## src/common/dotp_ctrl_pkg.sv

```systemverilog
// ----------------------------------------------------------------------
// Dot-product status and control types
// ----------------------------------------------------------------------
package dotp_ctrl_pkg;

  // Exception flags in RISC-V fflags order
  typedef struct packed {
    logic NV;
    logic DZ;
    logic OF;
    logic UF;
    logic NX;
  } status_t;

  // Kind of bypass result chosen before the datapath
  typedef enum logic [1:0] {
    NONE,
    QNAN,
    INF
  } special_e;

  // Canonical quiet NaN
  localparam logic [15:0] QNAN_VALUE = 16'h7E00;

endpackage

```

## src/common/dotp_fmt_pkg.sv

```systemverilog
// ----------------------------------------------------------------------
// FP16 format definitions
// ----------------------------------------------------------------------
package dotp_fmt_pkg;

  // Binary16 field widths
  localparam int EXP_BITS = 5;
  localparam int MAN_BITS = 10;
  localparam int WIDTH    = 16;
  localparam int BIAS     = 15;

  // Mantissa width with the implicit bit
  localparam int PREC_BITS = MAN_BITS + 1;

  // Signed internal exponent, wide enough for product sums and LZC offsets
  localparam int EXP_WIDTH = EXP_BITS + 2;

  // Adder holds two 2p-bit products plus guard and round room
  localparam int SUM_WIDTH = 4 * PREC_BITS + 4;

  // Only the lower 2p+3 bits are searched on cancellation
  localparam int LOWER_SUM_WIDTH = 2 * PREC_BITS + 3;
  localparam int LZC_WIDTH       = 5;

  // Shift amounts reach 4p+4
  localparam int SHAMT_WIDTH = 6;

  // Encoded operand
  typedef struct packed {
    logic                sign;
    logic [EXP_BITS-1:0] exponent;
    logic [MAN_BITS-1:0] mantissa;
  } fp_t;

  // Operand class
  typedef struct packed {
    logic is_normal;
    logic is_subnormal;
    logic is_zero;
    logic is_inf;
    logic is_nan;
    logic is_signalling;
  } fp_info_t;

endpackage

```

## src/common/dotp_stage_if.sv

```systemverilog
`timescale 1ns/1ps
// ----------------------------------------------------------------------
// Adder stage channel
// ----------------------------------------------------------------------
interface dotp_stage_if;
  import dotp_fmt_pkg::*;
  import dotp_ctrl_pkg::*;

  // Adder results
  logic                        eff_sub;
  logic signed [EXP_WIDTH-1:0] exp_prod_x;
  logic signed [EXP_WIDTH-1:0] exp_diff;
  logic signed [EXP_WIDTH-1:0] tent_exp;
  logic [SHAMT_WIDTH-1:0]      addend_shamt;
  logic                        sticky;
  logic [SUM_WIDTH-1:0]        sum;
  logic                        final_sign;

  // Bypass path
  logic                        is_special;
  fp_t                         special_result;
  status_t                     special_status;

  // Handshake
  logic                        valid;
  logic                        ready;

  modport front (
    output eff_sub, exp_prod_x, exp_diff, tent_exp, addend_shamt, sticky, sum,
           final_sign, is_special, special_result, special_status, valid,
    input  ready
  );

  modport back (
    input  eff_sub, exp_prod_x, exp_diff, tent_exp, addend_shamt, sticky, sum,
           final_sign, is_special, special_result, special_status, valid,
    output ready
  );

endinterface

```

## src/back/dotp_back.sv

```systemverilog
`timescale 1ns/1ps
// ----------------------------------------------------------------------
// Dot-product back end
// ----------------------------------------------------------------------
module dotp_back (
  input  logic                   clk_i,
  input  logic                   arst_n_i,
  dotp_stage_if.back             stage_i,
  output dotp_fmt_pkg::fp_t      result_o,
  output dotp_ctrl_pkg::status_t status_o,
  output logic                   out_valid_o,
  input  logic                   out_ready_i,
  output logic                   busy_o
);
  import dotp_fmt_pkg::*;
  import dotp_ctrl_pkg::*;

  // --------------------------------------------------------------------
  // Middle register
  // --------------------------------------------------------------------
  logic                        mid_valid_q, mid_ready, out_valid_q;
  logic                        mid_eff_sub_q, mid_sticky_q, mid_sign_q, mid_special_q;
  logic signed [EXP_WIDTH-1:0] mid_exp_prod_x_q, mid_exp_diff_q, mid_tent_exp_q;
  logic [SHAMT_WIDTH-1:0]      mid_shamt_q;
  logic [SUM_WIDTH-1:0]        mid_sum_q;
  fp_t                         mid_spec_result_q;
  status_t                     mid_spec_status_q;

  // Middle hands over when the output is free or draining
  assign mid_ready     = out_ready_i | ~out_valid_q;
  // Bubble popping
  assign stage_i.ready = mid_ready | ~mid_valid_q;

  always_ff @(posedge clk_i or negedge arst_n_i) begin
    if (!arst_n_i) begin
      mid_valid_q <= 1'b0;
    end else if (stage_i.ready) begin
      mid_valid_q <= stage_i.valid;
    end
  end

  always_ff @(posedge clk_i) begin
    if (stage_i.ready && stage_i.valid) begin
      mid_eff_sub_q     <= stage_i.eff_sub;
      mid_exp_prod_x_q  <= stage_i.exp_prod_x;
      mid_exp_diff_q    <= stage_i.exp_diff;
      mid_tent_exp_q    <= stage_i.tent_exp;
      mid_shamt_q       <= stage_i.addend_shamt;
      mid_sticky_q      <= stage_i.sticky;
      mid_sum_q         <= stage_i.sum;
      mid_sign_q        <= stage_i.final_sign;
      mid_special_q     <= stage_i.is_special;
      mid_spec_result_q <= stage_i.special_result;
      mid_spec_status_q <= stage_i.special_status;
    end
  end

  // --------------------------------------------------------------------
  // Normalization
  // --------------------------------------------------------------------
  logic [LOWER_SUM_WIDTH-1:0]    sum_lower;
  logic [LZC_WIDTH-1:0]          lzc;
  logic                          lzc_zero, carry_shift, sticky_norm;
  logic signed [EXP_WIDTH-1:0]   lz_exp, norm_exp, final_exp;
  logic [SHAMT_WIDTH-1:0]        norm_shamt;
  logic [SUM_WIDTH:0]            sum_shifted;
  logic [PREC_BITS:0]            final_man;
  logic [SUM_WIDTH-PREC_BITS-2:0] sticky_bits;

  assign sum_lower = mid_sum_q[LOWER_SUM_WIDTH-1:0];
  assign lzc_zero  = ~|sum_lower;

  // Highest set bit wins
  always_comb begin
    lzc = '0;
    for (int i = 0; i < LOWER_SUM_WIDTH; i++) begin
      if (sum_lower[i]) begin
        lzc = LZC_WIDTH'(LOWER_SUM_WIDTH - 1 - i);
      end
    end
  end

  assign lz_exp = mid_exp_prod_x_q - EXP_WIDTH'(lzc) + EXP_WIDTH'(1);

  always_comb begin
    // Product anchored or deep cancellation
    if ((mid_exp_diff_q <= 0) ||
        (mid_eff_sub_q && (mid_exp_diff_q <= 2) && !mid_sum_q[2*PREC_BITS+3])) begin
      if ((lz_exp >= 0) && !lzc_zero) begin
        norm_shamt = SHAMT_WIDTH'(2 * PREC_BITS + 2 + lzc);
        norm_exp   = lz_exp;
      end else begin
        // Subnormal result, flushed below
        norm_shamt = SHAMT_WIDTH'(2 * PREC_BITS + 2 + mid_exp_prod_x_q);
        norm_exp   = -EXP_WIDTH'(2);
      end
    end else begin
      // Addend anchored, undo the alignment shift
      norm_shamt = mid_shamt_q + SHAMT_WIDTH'(1);
      norm_exp   = mid_tent_exp_q;
    end
  end

  always_comb begin
    {carry_shift, sum_shifted} = {2'b00, mid_sum_q} << norm_shamt;
    if (carry_shift) begin
      sum_shifted = {1'b1, sum_shifted[SUM_WIDTH:1]};
    end
  end

  // One-bit fix-up around the MSB
  always_comb begin
    {final_man, sticky_bits} = sum_shifted[SUM_WIDTH-1:0];
    final_exp                = norm_exp + EXP_WIDTH'(carry_shift);
    if (norm_exp > -1) begin
      if (sum_shifted[SUM_WIDTH]) begin
        {final_man, sticky_bits} = sum_shifted[SUM_WIDTH:1];
        final_exp                = norm_exp + EXP_WIDTH'(1) + EXP_WIDTH'(carry_shift);
      end else if (sum_shifted[SUM_WIDTH-1] && (norm_exp > 0)) begin
        // already normal
        final_exp = norm_exp + EXP_WIDTH'(carry_shift);
      end else if (norm_exp > 1) begin
        {final_man, sticky_bits} = {sum_shifted[SUM_WIDTH-2:0], 1'b0};
        final_exp                = norm_exp - EXP_WIDTH'(1);
      end else begin
        final_man = '0;
        final_exp = '0;
      end
    end else if (sum_shifted[SUM_WIDTH] && (norm_exp == -1) && carry_shift) begin
      {final_man, sticky_bits} = sum_shifted[SUM_WIDTH:1];
      final_exp                = norm_exp + EXP_WIDTH'(2);
    end else begin
      // Flush to zero
      final_man = '0;
      final_exp = '0;
    end
  end

  assign sticky_norm = (|sticky_bits) | mid_sticky_q;

  // --------------------------------------------------------------------
  // Rounding, selection and output register
  // --------------------------------------------------------------------
  fp_t     rounded_result, result_q;
  status_t rounded_status, status_q;

  dotp_round u_round (
    .final_exponent_i (final_exp),
    .final_mantissa_i (final_man),
    .sticky_i         (sticky_norm),
    .sign_i           (mid_sign_q),
    .eff_sub_i        (mid_eff_sub_q),
    .result_o         (rounded_result),
    .status_o         (rounded_status)
  );

  always_ff @(posedge clk_i or negedge arst_n_i) begin
    if (!arst_n_i) begin
      out_valid_q <= 1'b0;
    end else if (mid_ready) begin
      out_valid_q <= mid_valid_q;
    end
  end

  // Bypass result wins over the datapath
  always_ff @(posedge clk_i) begin
    if (mid_ready && mid_valid_q) begin
      result_q <= mid_special_q ? mid_spec_result_q : rounded_result;
      status_q <= mid_special_q ? mid_spec_status_q : rounded_status;
    end
  end

  assign result_o    = result_q;
  assign status_o    = status_q;
  assign out_valid_o = out_valid_q;
  assign busy_o      = mid_valid_q | out_valid_q;

endmodule

```

## src/back/dotp_round.sv

```systemverilog
`timescale 1ns/1ps
// ----------------------------------------------------------------------
// FP16 round to nearest even
// ----------------------------------------------------------------------
module dotp_round (
  input  logic signed [dotp_fmt_pkg::EXP_WIDTH-1:0] final_exponent_i,
  input  logic [dotp_fmt_pkg::PREC_BITS:0]          final_mantissa_i,
  input  logic                                      sticky_i,
  input  logic                                      sign_i,
  input  logic                                      eff_sub_i,
  output dotp_fmt_pkg::fp_t                         result_o,
  output dotp_ctrl_pkg::status_t                    status_o
);
  import dotp_fmt_pkg::*;
  import dotp_ctrl_pkg::*;

  logic                         of_before, of_after, uf_after;
  logic                         round_up, exact_zero;
  logic [1:0]                   rs_bits;
  logic [EXP_BITS-1:0]          pre_exp;
  logic [MAN_BITS-1:0]          pre_man;
  logic [EXP_BITS+MAN_BITS-1:0] pre_abs, rounded_abs;

  // Exponent at the infinity code or above
  assign of_before = final_exponent_i >= 2**EXP_BITS - 1;

  // Overflow clamps to the largest normal and forces rounding up
  assign pre_exp = of_before ? EXP_BITS'(2**EXP_BITS - 2) : final_exponent_i[EXP_BITS-1:0];
  assign pre_man = of_before ? '1 : final_mantissa_i[MAN_BITS:1];
  assign pre_abs = {pre_exp, pre_man};
  assign rs_bits = of_before ? 2'b11 : {final_mantissa_i[0], sticky_i};

  // Ties go to the even LSB
  assign round_up    = rs_bits[1] & (rs_bits[0] | pre_abs[0]);
  assign rounded_abs = pre_abs + {{(EXP_BITS+MAN_BITS-1){1'b0}}, round_up};
  assign exact_zero  = (pre_abs == '0) && (rs_bits == 2'b00);

  // Exact cancellation gives +0
  assign result_o.sign                       = (exact_zero && eff_sub_i) ? 1'b0 : sign_i;
  assign {result_o.exponent, result_o.mantissa} = rounded_abs;

  // Classification after rounding
  assign uf_after = (rounded_abs[EXP_BITS+MAN_BITS-1:MAN_BITS] == '0);
  assign of_after = (rounded_abs[EXP_BITS+MAN_BITS-1:MAN_BITS] == '1);

  assign status_o.NV = 1'b0;
  assign status_o.DZ = 1'b0;
  assign status_o.OF = of_before | of_after;
  assign status_o.NX = (|rs_bits) | of_before | of_after;
  // Tiny results flag underflow only when inexact
  assign status_o.UF = uf_after & status_o.NX;

endmodule

```

## src/design/dotp_top.sv

```systemverilog
`timescale 1ns/1ps
// ----------------------------------------------------------------------
// FP16 fused dot-product unit
// ----------------------------------------------------------------------
module dotp_top (
  input  logic                                  clk_i,
  input  logic                                  arst_n_i,
  // Input side
  input  logic [3:0][dotp_fmt_pkg::WIDTH-1:0]   operands_i,
  input  logic                                  op_mod_i,
  input  logic                                  in_valid_i,
  output logic                                  in_ready_o,
  // Output side
  output logic [dotp_fmt_pkg::WIDTH-1:0]        result_o,
  output dotp_ctrl_pkg::status_t                status_o,
  output logic                                  out_valid_o,
  input  logic                                  out_ready_i,
  // Items in flight
  output logic                                  busy_o
);

  dotp_stage_if stage_if ();

  // Combinational front, registers live in the back
  dotp_front u_front (
    .operands_i (operands_i),
    .op_mod_i   (op_mod_i),
    .in_valid_i (in_valid_i),
    .in_ready_o (in_ready_o),
    .stage_o    (stage_if.front)
  );

  dotp_back u_back (
    .clk_i       (clk_i),
    .arst_n_i    (arst_n_i),
    .stage_i     (stage_if.back),
    .result_o    (result_o),
    .status_o    (status_o),
    .out_valid_o (out_valid_o),
    .out_ready_i (out_ready_i),
    .busy_o      (busy_o)
  );

endmodule

```

## src/front/dotp_classify.sv

```systemverilog
`timescale 1ns/1ps
// ----------------------------------------------------------------------
// FP16 operand classifier
// ----------------------------------------------------------------------
module dotp_classify (
  input  dotp_fmt_pkg::fp_t      [3:0] operands_i,
  output dotp_fmt_pkg::fp_info_t [3:0] info_o
);
  import dotp_fmt_pkg::*;

  logic [3:0] exp_zero;
  logic [3:0] exp_ones;
  logic [3:0] man_zero;

  always_comb begin
    for (int i = 0; i < 4; i++) begin
      // Field patterns
      exp_zero[i] = (operands_i[i].exponent == '0);
      exp_ones[i] = (operands_i[i].exponent == '1);
      man_zero[i] = (operands_i[i].mantissa == '0);

      info_o[i].is_normal    = !exp_zero[i] && !exp_ones[i];
      info_o[i].is_subnormal = exp_zero[i] && !man_zero[i];
      info_o[i].is_zero      = exp_zero[i] && man_zero[i];
      info_o[i].is_inf       = exp_ones[i] && man_zero[i];
      info_o[i].is_nan       = exp_ones[i] && !man_zero[i];
      // Quiet bit clear means signalling
      info_o[i].is_signalling = exp_ones[i] && !man_zero[i]
                                && !operands_i[i].mantissa[MAN_BITS-1];
    end
  end

endmodule

```

## src/front/dotp_front.sv

```systemverilog
`timescale 1ns/1ps
// ----------------------------------------------------------------------
// Dot-product front end
// ----------------------------------------------------------------------
module dotp_front (
  input  dotp_fmt_pkg::fp_t [3:0] operands_i,
  input  logic                    op_mod_i,
  input  logic                    in_valid_i,
  output logic                    in_ready_o,
  dotp_stage_if.front             stage_o
);
  import dotp_fmt_pkg::*;
  import dotp_ctrl_pkg::*;

  fp_info_t [3:0] info;
  fp_t      [3:0] ops;

  dotp_classify u_classify (
    .operands_i (operands_i),
    .info_o     (info)
  );

  // DOTPN flips operand c and so the second product
  always_comb begin
    ops         = operands_i;
    ops[2].sign = operands_i[2].sign ^ op_mod_i;
  end

  // --------------------------------------------------------------------
  // Special cases
  // --------------------------------------------------------------------
  logic     any_nan, any_snan, inf_x, inf_y;
  logic     eff_sub, tent_sign, inf_sign;
  special_e spec_kind;
  status_t  spec_status;

  assign any_nan   = |{info[0].is_nan, info[1].is_nan, info[2].is_nan, info[3].is_nan};
  assign any_snan  = |{info[0].is_signalling, info[1].is_signalling,
                       info[2].is_signalling, info[3].is_signalling};
  assign inf_x     = info[0].is_inf | info[1].is_inf;
  assign inf_y     = info[2].is_inf | info[3].is_inf;
  // Products of opposite sign make an effective subtraction
  assign tent_sign = ops[0].sign ^ ops[1].sign;
  assign eff_sub   = tent_sign ^ ops[2].sign ^ ops[3].sign;

  always_comb begin
    spec_kind   = NONE;
    spec_status = '0;
    inf_sign    = tent_sign;
    // inf times zero is invalid even next to a quiet NaN
    if ((info[0].is_inf && info[1].is_zero) || (info[0].is_zero && info[1].is_inf) ||
        (info[2].is_inf && info[3].is_zero) || (info[2].is_zero && info[3].is_inf)) begin
      spec_kind      = QNAN;
      spec_status.NV = 1'b1;
    end else if (any_nan) begin
      spec_kind      = QNAN;
      spec_status.NV = any_snan;
    end else if (inf_x || inf_y) begin
      if (inf_x && inf_y && eff_sub) begin
        // Opposite infinities
        spec_kind      = QNAN;
        spec_status.NV = 1'b1;
      end else begin
        spec_kind = INF;
        inf_sign  = inf_x ? tent_sign : (ops[2].sign ^ ops[3].sign);
      end
    end
  end

  assign stage_o.is_special     = (spec_kind != NONE);
  assign stage_o.special_result = (spec_kind == INF) ?
                                  {inf_sign, {EXP_BITS{1'b1}}, {MAN_BITS{1'b0}}} : QNAN_VALUE;
  assign stage_o.special_status = spec_status;

  // --------------------------------------------------------------------
  // Exponents and mantissa products
  // --------------------------------------------------------------------
  logic signed [EXP_WIDTH-1:0] exp_adj [4];
  logic [PREC_BITS-1:0]        man [4];
  logic signed [EXP_WIDTH-1:0] exp_prod_x, exp_prod_y, exp_diff;
  logic [SHAMT_WIDTH-1:0]      addend_shamt;
  logic [2*PREC_BITS-1:0]      prod_x, prod_y;

  always_comb begin
    for (int i = 0; i < 4; i++) begin
      // Subnormals sit at exponent 1 without the hidden one
      exp_adj[i] = EXP_WIDTH'(ops[i].exponent) + EXP_WIDTH'(info[i].is_subnormal);
      man[i]     = {info[i].is_normal, ops[i].mantissa};
    end
  end

  // Biased product exponents, zero products pinned to the minimum
  assign exp_prod_x = (info[0].is_zero || info[1].is_zero) ? EXP_WIDTH'(2 - BIAS) :
                      exp_adj[0] + exp_adj[1] - EXP_WIDTH'(BIAS);
  assign exp_prod_y = (info[2].is_zero || info[3].is_zero) ? EXP_WIDTH'(2 - BIAS) :
                      exp_adj[2] + exp_adj[3] - EXP_WIDTH'(BIAS);
  assign exp_diff   = exp_prod_y - exp_prod_x;

  // Right shift of product y, saturated on both sides
  always_comb begin
    if (exp_diff <= -2 * PREC_BITS - 1) begin
      addend_shamt = SHAMT_WIDTH'(4 * PREC_BITS + 4);
    end else if (exp_diff <= 2 * PREC_BITS + 2) begin
      addend_shamt = SHAMT_WIDTH'(2 * PREC_BITS + 2 - exp_diff);
    end else begin
      addend_shamt = '0;
    end
  end

  assign prod_x = man[0] * man[1];
  assign prod_y = man[2] * man[3];

  // --------------------------------------------------------------------
  // Alignment and adder
  // --------------------------------------------------------------------
  logic [SUM_WIDTH+PREC_BITS-1:0] addend_wide;
  logic [SUM_WIDTH-1:0]           prod_x_shifted, addend_shifted;
  logic [SUM_WIDTH:0]             sum_raw;
  logic                           sticky, carry_in;

  // Product x leaves two bits below for round and sticky
  assign prod_x_shifted = SUM_WIDTH'(prod_x) << 2;
  // Up to p bits shifted out of product y fold into sticky
  assign addend_wide    = {prod_y, {(SUM_WIDTH-PREC_BITS){1'b0}}} >> addend_shamt;
  assign sticky         = |addend_wide[PREC_BITS-1:0];
  assign addend_shifted = eff_sub ? ~addend_wide[SUM_WIDTH+PREC_BITS-1:PREC_BITS] :
                                    addend_wide[SUM_WIDTH+PREC_BITS-1:PREC_BITS];
  // Two's complement carry only when nothing went to sticky
  assign carry_in       = eff_sub & ~sticky;
  assign sum_raw        = {1'b0, prod_x_shifted} + {1'b0, addend_shifted}
                          + {{SUM_WIDTH{1'b0}}, carry_in};

  // No carry in a subtraction means a negative sum
  assign stage_o.sum        = (eff_sub && !sum_raw[SUM_WIDTH]) ? -sum_raw[SUM_WIDTH-1:0] :
                                                                 sum_raw[SUM_WIDTH-1:0];
  assign stage_o.final_sign = eff_sub ? (sum_raw[SUM_WIDTH] == tent_sign) : tent_sign;

  assign stage_o.eff_sub      = eff_sub;
  assign stage_o.exp_prod_x   = exp_prod_x;
  assign stage_o.exp_diff     = exp_diff;
  assign stage_o.tent_exp     = (exp_diff > 0) ? exp_prod_y : exp_prod_x;
  assign stage_o.addend_shamt = addend_shamt;
  assign stage_o.sticky       = sticky;

  // Combinational stage
  assign stage_o.valid = in_valid_i;
  assign in_ready_o    = stage_o.ready;

endmodule
```

## config.mk

```make
export PLATFORM = sky130hd
export DESIGN_NAME = dotp_top
export DESIGN_NICKNAME = d
export VERILOG_FILES = /design/src/common/dotp_ctrl_pkg.sv /design/src/common/dotp_fmt_pkg.sv /design/src/common/dotp_stage_if.sv /design/src/back/dotp_back.sv /design/src/back/dotp_round.sv /design/src/design/dotp_top.sv /design/src/front/dotp_classify.sv /design/src/front/dotp_front.sv
export SDC_FILE = /design/constraint.sdc
export NUM_CORES = 1
export LEC_CHECK = 0
export ABC_AREA = 1
export BUFFER_PORTS_ARGS = -buffer_cell sky130_fd_sc_hd__buf_2
export CORE_MARGIN = 2
export CORE_UTILIZATION = 55
export DETAILED_ROUTE_END_ITERATION = 8
export MAX_ROUTING_LAYER = met4
export PLACE_DENSITY = 0.76
export SYNTH_ARGS = -nofsm -noshare
export SYNTH_HDL_FRONTEND = slang
export SYNTH_SLANG_ARGS = --single-unit
```

## constraint.sdc

```tcl
create_clock -name clk_i -period 9.05 [get_ports clk_i]
set_input_delay 1.81 -clock clk_i [delete_from_list [all_inputs] [get_ports clk_i]]
set_output_delay 1.81 -clock clk_i [all_outputs]
set_load 0.02 [all_outputs]
```

After elaboration in Yosys (flattened, before gate mapping)
Cells that the tools add are included.
{"block": "classes", "addsub": 24, "multipliers": 2, "magnitude_cmp": 10, "n_eq_ne": 8, "shifts": 2, "muxes": 71, "bitwise": 22, "reduce_logical": 84}
{"operator": "two-way mux 36 bit", "n": 5}
{"operator": "two-way mux 5 bit", "n": 26}
{"operator": "two-way mux 48 bit", "n": 2}
{"operator": "two-way mux 7 bit", "n": 10}
{"operator": ">> shifter 59 x 6 -> 59 bit", "n": 1}
{"operator": "two-way mux 11 bit", "n": 5}
{"operator": "left shift 48 x 6 -> 50 bit", "n": 1}
{"operator": "adder 24 x 48 -> 49 bit", "n": 1}
{"operator": "adder 49 x 1 -> 49 bit", "n": 1}
{"operator": "two-way mux 49 bit", "n": 1}
{"operator": "negation 48 bit", "n": 1}
{"operator": "NOT 48 bit", "n": 1}
{"operator": "multiplier 11 x 11 -> 22 bit", "n": 2}
{"operator": "logical AND 1 bit", "n": 41}
{"operator": "zero test 10 bit", "n": 4}
{"operator": "OR reduction 36 bit", "n": 1}
{"operator": "== test 5 bit (second input constant)", "n": 5}
{"operator": "zero test 5 bit", "n": 5}
{"operator": "OR reduction 25 bit", "n": 1}
{"operator": "adder 5 x 1 -> 6 bit", "n": 4}
{"operator": "two-way mux 6 bit", "n": 4}
{"operator": "greater-than comparator 7 x 1 -> 1 bit (second input constant)", "n": 3}
{"operator": "two-way mux 10 bit", "n": 2}
{"operator": "zero test 1 bit", "n": 18}
{"operator": "36 further kinds", "n": 78}
{"block": "totals", "ff_bits": 118, "out_inout_bits": 24, "wordCells": 245}

Logic depth before layout (Yosys ltp)
Gate-level depths: netlist (run 1).
{"block": "logic_depth", "depth_word": 46, "mapped_depth": 76, "depth_no_buf": 74}

By module
From an unflattened synthesis (run 1), not the netlist that was laid out.
{"block": "unflattened", "cells_unflattened": 4179, "area_unflattened_um2": 27188.6}
{"module": "dotp_front", "instances": 1, "cells_each": 2548, "area_per_inst_um2": 16041.6, "seq_area_each_um2": 0.0}
{"module": "dotp_back", "instances": 1, "cells_each": 1398, "area_per_inst_um2": 9923.3, "seq_area_each_um2": 3683.5}
{"module": "dotp_round", "instances": 1, "cells_each": 136, "area_per_inst_um2": 719.4, "seq_area_each_um2": 0.0}
{"module": "dotp_classify", "instances": 1, "cells_each": 97, "area_per_inst_um2": 504.2, "seq_area_each_um2": 0.0}

Worst setup path before layout (run 1)
No wires, ideal clock.
{"block": "synth_timing", "kind": "input to register", "startpoint": "in operands_i[59] (netlist name)", "endpoint": "reg u_back.mid_sum_q[47] (data pin)", "setup_time_ps": 249, "t_arrival_ps": 11696, "setup_slack_ps": -2895, "path_stages": 68, "n_path_buf": 0, "path_cell_list": "inv_1 > nor4_1 > inv_1 > nand2_1 > clkinv_1 > nand2_1 > fa_1 > inv_1 > fa_1 > fa_1 > inv_1 > fa_1 > fa_1 > inv_1 > ha_1 > a21oi_1 > o21ai_1 > nand2_1 > [32 not listed] > a21oi_1 > nor2_1 > nor2_1 > o21ai_0 > a21oi_1 > nand3b_4 > inv_2 > nand2_1 > xor2_1 > inv_2 > nand2_1 > nor3_2 > nand2_1 > nand2_1 > nand3_1 > nand2_1 > nand2_1 > inv_1"}
{"block": "synth_between", "elab_chain_len": 18}
{"element": "start: declaration", "line": "dotp_top.sv:9", "rtl": "input logic [3:0][dotp_fmt_pkg::WIDTH-1:0] operands_i,"}
{"element": "zero test 5 bit", "line": "dotp_classify.sv:18", "rtl": "exp_zero[i] = (operands_i[i].exponent == '0);"}
{"element": "logical AND 1 bit", "line": "dotp_classify.sv:23", "rtl": "info_o[i].is_subnormal = exp_zero[i] && !man_zero[i];"}
{"element": "adder 5 x 1 -> 6 bit", "line": "dotp_front.sv:87", "rtl": "exp_adj[i] = EXP_WIDTH'(ops[i].exponent) + EXP_WIDTH'(info[i].is_subnormal);"}
{"element": "adder 7 bit", "line": "dotp_front.sv:96", "rtl": "exp_adj[2] + exp_adj[3] - EXP_WIDTH'(BIAS);"}
{"element": "subtractor 7 x 5 -> 7 bit", "line": "dotp_front.sv:96"}
{"element": "two-way mux 7 bit", "line": "dotp_front.sv:95", "rtl": "assign exp_prod_y = (info[2].is_zero || info[3].is_zero) ? EXP_WIDTH'(2 - BIAS) :"}
{"element": "subtractor 7 bit", "line": "dotp_front.sv:97", "rtl": "assign exp_diff = exp_prod_y - exp_prod_x;"}
{"element": "subtractor 6 bit / <= comparator 7 x 6 -> 1 bit (equally long branches)", "line": "dotp_front.sv:104, dotp_front.sv:103"}
{"element": "[3 not listed]"}
{"element": "OR reduction 11 bit (*)", "line": "dotp_front.sv:125", "rtl": "assign sticky = |addend_wide[PREC_BITS-1:0];"}
{"element": "net stage_if.sticky", "line": "dotp_stage_if.sv:15", "rtl": "logic sticky;"}
{"element": "NOT 1 bit (*)", "line": "dotp_front.sv:129", "rtl": "assign carry_in = eff_sub & ~sticky;"}
{"element": "AND 1 bit (*)", "line": "dotp_front.sv:129"}
{"element": "adder 49 x 1 -> 49 bit (*)", "line": "dotp_front.sv:131", "rtl": "+ {{SUM_WIDTH{1'b0}}, carry_in};"}
{"element": "parallel branches: the longest is 2 deep, another holds negation 48 bit"}
{"element": "two-way mux 48 bit (*)", "line": "dotp_front.sv:134", "rtl": "assign stage_o.sum = (eff_sub && !sum_raw[SUM_WIDTH]) ? -sum_raw[SUM_WIDTH-1:0] :"}
{"element": "net stage_if.sum[47]", "line": "dotp_stage_if.sv:16", "rtl": "logic [SUM_WIDTH-1:0] sum;"}
{"element": "end signal: assignment", "line": "dotp_back.sv:50", "rtl": "mid_sum_q <= stage_i.sum;"}
{"element": "end: declaration", "line": "dotp_back.sv:25", "rtl": "logic [SUM_WIDTH-1:0] mid_sum_q;"}
Mark *: on every way through the listed nets, which the timed path passes.
A chain may end at the register's enable or synchronous reset.

Worst setup path after layout (run 1)
{"block": "layout_timing", "startpoint": "in operands_i[52] (netlist name)", "endpoint": "reg u_back.mid_sum_q[44] (data pin)"}
{"block": "layout_between", "elab_chain_len": 19}
{"element": "zero test 10 bit", "line": "dotp_classify.sv:20", "rtl": "man_zero[i] = (operands_i[i].mantissa == '0);"}
{"element": "zero test 1 bit", "line": "dotp_classify.sv:23"}
{"element": "logical AND 1 bit", "line": "dotp_classify.sv:23"}
{"element": "adder 5 x 1 -> 6 bit", "line": "dotp_front.sv:87"}
{"element": "adder 7 bit", "line": "dotp_front.sv:96"}
{"element": "subtractor 7 x 5 -> 7 bit", "line": "dotp_front.sv:96"}
{"element": "two-way mux 7 bit", "line": "dotp_front.sv:95"}
{"element": "subtractor 7 bit", "line": "dotp_front.sv:97"}
{"element": "[4 not listed]"}
{"element": "OR reduction 11 bit (*)", "line": "dotp_front.sv:125"}
{"element": "net stage_if.sticky", "line": "dotp_stage_if.sv:15"}
{"element": "NOT 1 bit (*)", "line": "dotp_front.sv:129"}
{"element": "AND 1 bit (*)", "line": "dotp_front.sv:129"}
{"element": "adder 49 x 1 -> 49 bit (*)", "line": "dotp_front.sv:131"}
{"element": "parallel branches: the longest is 2 deep, another holds negation 48 bit"}
{"element": "two-way mux 48 bit (*)", "line": "dotp_front.sv:134"}
{"element": "net stage_if.sum[44]", "line": "dotp_stage_if.sv:16"}
Marked as above.

==> impl_metrics.ini, run 1 <==
[setup_path]
endpoint = u_back.mid_sum_q[44]$_DFFE_PP_
path_class = input port to register
reg2reg_slack_ns = 0.69
crit_top_cell = nor2_1
cp_max_fo = 7
cp.arrival_ns = 11.74
crit_slowest_cell = fa_1
critPathCaptureType = register
r2r-end = u_back.status_o[1]$_SDFFCE_PP0P_
cp.depth = 71
critPathRequiredTime_ns = 9.17
critPathLaunchType = input port
crit_start = operands_i[52]
r2r_cells = 52
crit_buf_inv = 14
critical_path.top_delay_family = simple AND/OR/NAND/NOR gates
max_stage_delay_ns = 0.48
rr_startpoint = u_back.mid_sum_q[1]$_DFFE_PP_

[floorplanning]
die_w_um = 219
die_h_um = 219
core-area_mm2 = 0.0456
start_util = 0.560
rows = 78
ios = 93
die_area_mm2 = 0.0481

[sta]
slew_headroom = 0.247
finalClockSkew_ns = 0.0217
fin_crit_ns = 11.62
rsz0062_at_grt = yes
finalHoldViolCount = 0
fin_crit_sh = 1.28
max_freq_ghz = 0.0860
finalMaxSlewViolations = 0
setup_ws_ns = -2.57
tightest_slew_ns = 1.13
finalSetupViolations = 48

[yosys]
synth_cells = 4004
synth_area_leader_cell = nand2_1
synth_top_area_frac = 0.162
yosys-mux-area-fraction = 0.00358
synth_ff_type = edfxtp_1
syn_nets = 4443
async_flop_share = 0.0192
ys_seq_area_frac = 0.122
ys.warnings.count = 0
synth_top_family_by_area = simple AND/OR/NAND/NOR gates
syn_area_per_cell_um2 = 6.37
synth.area.top_cells = nand2_1, fa_1, edfxtp_1, inv_1, ha_1
synthXorXnorAreaFrac = 0.0630
synth_compound_area_frac = 0.101
synth-edff-count = 102
synth_cell_type_count = 73
synth-adder-area-share = 0.230
netlist_area_mm2 = 0.0255
synth_seq_cells = 104
synthSimpleGateAreaFrac = 0.344

[finish]
layout_commonest_cell = nand2_1
drive_above_1_share = 0.254
area_growth_syn_to_layout_pct = 29.7
nets = 5092
layout_common_cells = nand2_1, inv_1, buf_4, nand3_1, nor2_1

[place]
gp_congestion = 1.04
post-dp-hpwl_um = 67000
place.port_buffers = 91
pre_cts_ws_ns = -3.11

[clocking]
cts_made_buffers = 9
clkLatencyLatePin_ns = 0.38
cts_tree = yes
clk_pin_slew_worst_paths_ns = 0.08
cts.sinks = 104
cts_max_level = 3
cts_buffer_depth = 2
hold_buffers = 0
root_buffer = clkbuf_16

[run_status]
violations = setup timing
status = finished, violations left

[global_route]
antenna_found_initial = 1
grt_start_max_net_pins = 71
gr-total-overflow = 0
grt_pass1_wl_um = 135000
grtUsageTotal = 0.359
grt_pass1_vias = 26749

[routing]
first_iter_violations = 2443
wirelength_um = 83900
drc = 0
antenna_left = 0
wl_per_cell_um = 16.0
routed_via_density = 5.36
firstDrtPassIters = 6
vias = 28191

[run]
max-cap-violations = 0

[min_path]
hp-class = register to register
## Yosys cell counts (4+ instances only)
cell type,count
nor2_1,276
xnor2_1,31
clkinv_1,10
a31oi_1,16
inv_2,37
nand3_1,423
nand4_1,57
buf_1,14
o31ai_1,6
a211oi_1,6
o22ai_1,9
o21ai_1,79
nand2_2,19
nor2_2,20
xor2_1,149
nor3_2,8
nor4_1,18
fa_1,164
nand2_1,1104
o21ai_0,112
inv_1,689
o211ai_1,15
mux2i_1,8
o21bai_1,14
o21ai_2,14
nor3_1,35
ha_1,206
or2_1,8
nor2_4,4
edfxtp_1,102
nand3_2,4
a21oi_1,126
clkbuf_1,78
buf_6,15
buf_2,28
or2_2,7
nand3b_1,10
buf_4,9
o21a_1,8
a21o_1,6
nand2_4,11
## cell families (layout without fill, tap and decap cells)
family / Yosys count / after routing
xor+xnor: 182 / 182
mux: 9 / 9
simple gates: 2015 / 2015
other cells: 1 / 2
fa+ha+maj: 370 / 370
compound gates: 442 / 442
flops: 104 / 104
buf+inv: 881 / 1535
## flip-flops by register name, summed over array words and instances, names as in the netlist
register / cells
u_back.mid_eff_sub_q: 1
u_back.mid_tent_exp_q: 7
u_back.mid_spec_status_q: 1
u_back.mid_exp_prod_x_q: 7
u_back.mid_sum_q: 48
u_back.out_valid_o: 1
u_back.mid_valid_q: 1
u_back.mid_sticky_q: 1
u_back.result_o: 16
u_back.mid_exp_diff_q: 7
u_back.mid_sign_q: 1
u_back.mid_special_q: 1
u_back.status_o: 4
u_back.mid_spec_result_q: 2
u_back.mid_shamt_q: 6
## repair_timing
| action | 4_1_cts | 5_1_grt |
|---|---|---|
| pin swaps | 112 | 72 |
| endpoints found under the setup margin | 48 | 51 |
| gates cloned | 4 | 0 |
| gates resized for setup | 140 | 126 |
| setup buffers | 55 | 23 |
## metrics by stage
stage	setup TNS (ns)	instances	util	hold slack (ns)	area [um2]
6_report	-114.32	5259	0.726	0.520	33100
5_1_grt	-137.82	5259	0.726	0.555	33100
4_1_cts	-98.40	5236	0.712	0.522	32400
3_5_place_dp	-143.60	5165	0.682	0.505	31100
3_3_place_gp	-129.26	5165	0.682	0.496	31100
2_1_floorplan	-94.33	4004	-	0.461	25900
## routing by layer
layer  track usage  part of all wire  routed length (um)  vias to the layer above
met4         0.145             0.044                3690                        0
met2         0.606              0.49               40700                      987
met5             -                 0                   0                        -
met3        0.0288             0.051                4290                      221
met1         0.446              0.42               35200                    12988
li1              -                 -                   -                    13995
## tightest hold or removal path, stage by stage (launching register included)
cell and delay, ns:
edfxtp_1 0.33, nand2_1 0.05, nand2_1 0.05
## cell type report
cell class | count | area (um2)
Antenna cell | 1 | 2.50
Clock buffer | 9 | 225
Clock inverter | 7 | 91.3
Fill cell | 3812 | 12500
Inverter | 737 | 2800
Multi-Input combinational cell | 3019 | 20300
Sequential cell | 104 | 3110
Tap cell | 600 | 751
Timing Repair Buffer | 781 | 5850
Timing Repair inverter | 1 | 11.3
## worst min-delay path by stage
stage | slack, ns | to | from | cells past startpoint
final | 0.52 | u_back.result_o[15]$_DFFE_PP_ | u_back.mid_spec_result_q[15]$_SDFFCE_PP0P_ | 2
after global routing | 0.56 | u_back.result_o[15]$_DFFE_PP_ | u_back.mid_spec_result_q[15]$_SDFFCE_PP0P_ | 2
after CTS | 0.52 | u_back.result_o[15]$_DFFE_PP_ | u_back.mid_spec_result_q[15]$_SDFFCE_PP0P_ | 2
after detailed placement | 0.51 | u_back.result_o[15]$_DFFE_PP_ | u_back.mid_spec_result_q[15]$_SDFFCE_PP0P_ | 2
after global placement | 0.50 | u_back.status_o[4]$_SDFFCE_PN0P_ | u_back.mid_spec_status_q[4]$_SDFFCE_PP1P_ | 2
after floorplan | 0.46 | u_back.out_valid_o$_DFFE_PN0P_ | u_back.mid_valid_q$_DFFE_PN0N_ | 2
Power of run 1 is not shown: default switching activity piles up to over one toggle a cycle in this logic, so the estimate is an artifact.
==> run 2: changes to the inputs <==
--- a/config.mk
+++ b/config.mk
@@ -9,6 +9,7 @@
 export BUFFER_PORTS_ARGS = -buffer_cell sky130_fd_sc_hd__buf_2
 export CORE_MARGIN = 2
 export CORE_UTILIZATION = 55
+export CTS_BUF_LIST = sky130_fd_sc_hd__clkbuf_4 sky130_fd_sc_hd__clkbuf_8
 export DETAILED_ROUTE_END_ITERATION = 8
 export MAX_ROUTING_LAYER = met4
 export PLACE_DENSITY = 0.76
==> run 2 against run 1 <==
Effect of this change: the run still ends with setup timing left; die area stayed put; final area is 0.37% higher; global-route usage increased by 0.25 points; setup slack better by 0.21 ns; cell count is 0.27% higher; clock-buffer cell count unchanged; sequential cell count did not move; critical endpoint is now u_back.mid_sum_q[40]$_DFFE_PP_; via count up 0.59%; non-clock buffer count grew 15; wire length up 0.47%.
==> impl_metrics.ini, run 2 (synthesized netlist as in run 1, its figures left out) <==
[run_status]
status = finished, violations left
violations = setup timing

[sta]
tightest_slew_ns = 1.13
setup_ws_ns = -2.37
finalSetupViolations = 48
fin_crit_ns = 11.42
rsz0062_at_grt = yes
fin_crit_sh = 1.26
finalMaxSlewViolations = 0
finalHoldViolCount = 0
finalClockSkew_ns = 0.0347
max_freq_ghz = 0.0876
whs_ns = 0.521
slew_headroom = 0.249

[clocking]
cts_buffer_depth = 2
cts_max_level = 3
cts.sinks = 104
root_buffer = clkbuf_8
clk_pin_slew_worst_paths_ns = 0.12
cts_tree = yes
cts_made_buffers = 9
clkLatencyLatePin_ns = 0.43

[global_route]
gr-total-overflow = 0
grt_start_max_net_pins = 71
grt_pass1_vias = 26995
grt_pass1_wl_um = 136000
antenna_found_initial = 0
grtUsageTotal = 0.362

[place]
place_area_mm2 = 0.0311
place.port_buffers = 91
gp_congestion = 1.04
post-dp-hpwl_um = 67000

[setup_path]
reg2reg_slack_ns = 0.61
critPathLaunchType = input port
crit_buf_inv = 14
path_class = input port to register
crit_slowest_cell = fa_1
rr_startpoint = u_back.mid_sum_q[1]$_DFFE_PP_
crit_start = operands_i[60]
crit_top_cell = a21oi_2
critical_path.top_delay_family = compound AO/OA/AOI/OAI gates
r2r_cells = 52
cp_max_fo = 5
endpoint = u_back.mid_sum_q[40]$_DFFE_PP_
cp.arrival_ns = 11.59
max_stage_delay_ns = 0.52
critPathRequiredTime_ns = 9.22
cp.depth = 70
critPathCaptureType = register
r2r-end = u_back.status_o[1]$_SDFFCE_PP0P_

[finish]
top_register = u_back.mid_sum_q
largest_reg_flops = 48
fin_util = 0.729
layout_common_cells = nand2_1, inv_1, buf_4, nand3_1, nor2_1
nets = 5107
diodes = 0
drive_above_1_share = 0.260
layout_commonest_cell = nand2_1
final_area_mm2 = 0.0332
area_growth_syn_to_layout_pct = 30.2

[routing]
routed_via_density = 5.38
antenna_left = 0
drc = 0
wl_per_cell_um = 16.0
first_iter_violations = 2488
firstDrtPassIters = 5
vias = 28356
wirelength_um = 84300

[floorplanning]
start_util = 0.560
ios = 93
die_h_um = 219
die_area_mm2 = 0.0481
rows = 78
core-area_mm2 = 0.0456
die_w_um = 219

[run]
max-cap-violations = 0

[min_path]
hp-class = register to register
[run 2: cell count changes in the layout (fill, tap and decap cells not counted), moves of 3 or more]
| cell | previous run | this run |
|---|---|---|
| nand2_1 | 1050 | 1041 |
| buf_4 | 671 | 676 |
| nand2_2 | 53 | 60 |
| clkbuf_8 | 0 | 9 |
| o21ai_2 | 52 | 47 |
| buf_6 | 10 | 18 |
| clkbuf_16 | 9 | 0 |
| nor2_1 | 234 | 230 |
| nor2_4 | 23 | 27 |
| nand2_4 | 28 | 31 |
[run 2: repair_timing]
item,in CTS,in global routing
setup buffers,75,38
hold buffers,0,0
cloned,4,0
pin swaps,80,103
endpoints found under the setup margin,48,51
resized for setup,119,180
[run 2: metal layers]
layer,vias to the layer above,global-route usage,share of wire
met5,-,-,0
met3,243,0.0356,0.055
met1,13044,0.445,0.42
li1,14038,-,-
met2,1031,0.600,0.48
met4,0,0.164,0.050
[run 2: area by class of cell]
type / count / area, um2
clock inverters: 7 / 91.3
fillers: 3761 / 12300
well taps: 600 / 751
clock buffers: 9 / 124
repair buffers: 796 / 6000
multi-input cells: 3019 / 20300
repair inverters: 1 / 16.3
inverters: 737 / 2800
flip-flops and latches: 104 / 3110
[run 2: worst min path at each step]
stage / to / startpoint / cells past startpoint / slack, ns
finish: u_back.result_o[15]$_DFFE_PP_ / u_back.mid_spec_result_q[15]$_SDFFCE_PP0P_ / 2 / 0.52
global route: u_back.result_o[15]$_DFFE_PP_ / u_back.mid_spec_result_q[15]$_SDFFCE_PP0P_ / 2 / 0.56
CTS: u_back.result_o[15]$_DFFE_PP_ / u_back.mid_spec_result_q[15]$_SDFFCE_PP0P_ / 2 / 0.52
detailed placement: u_back.result_o[15]$_DFFE_PP_ / u_back.mid_spec_result_q[15]$_SDFFCE_PP0P_ / 2 / 0.51
global placement: u_back.status_o[4]$_SDFFCE_PN0P_ / u_back.mid_spec_status_q[4]$_SDFFCE_PP1P_ / 2 / 0.50
floorplan: u_back.out_valid_o$_DFFE_PN0P_ / u_back.mid_valid_q$_DFFE_PN0N_ / 2 / 0.46
[run 2: tightest hold or removal path, delay by kind of cell (launching register included)]
family | cells | cell delay (ns)
DFF | 1 | 0.34
and+or+nand+nor | 2 | 0.10
[run 2: metrics by stage]
stage                     setup TNS (ns)  setup slack [ns]  cells
final                            -106.62             -2.37   5273
after detailed placement         -143.60             -3.11   5165
after global placement           -129.26             -2.83   5165
after floorplan                   -94.33             -2.09   4004
after CTS                         -96.72             -2.06   5260
after global routing             -131.12             -2.89   5273
Power of run 2 is left out for the same reason.
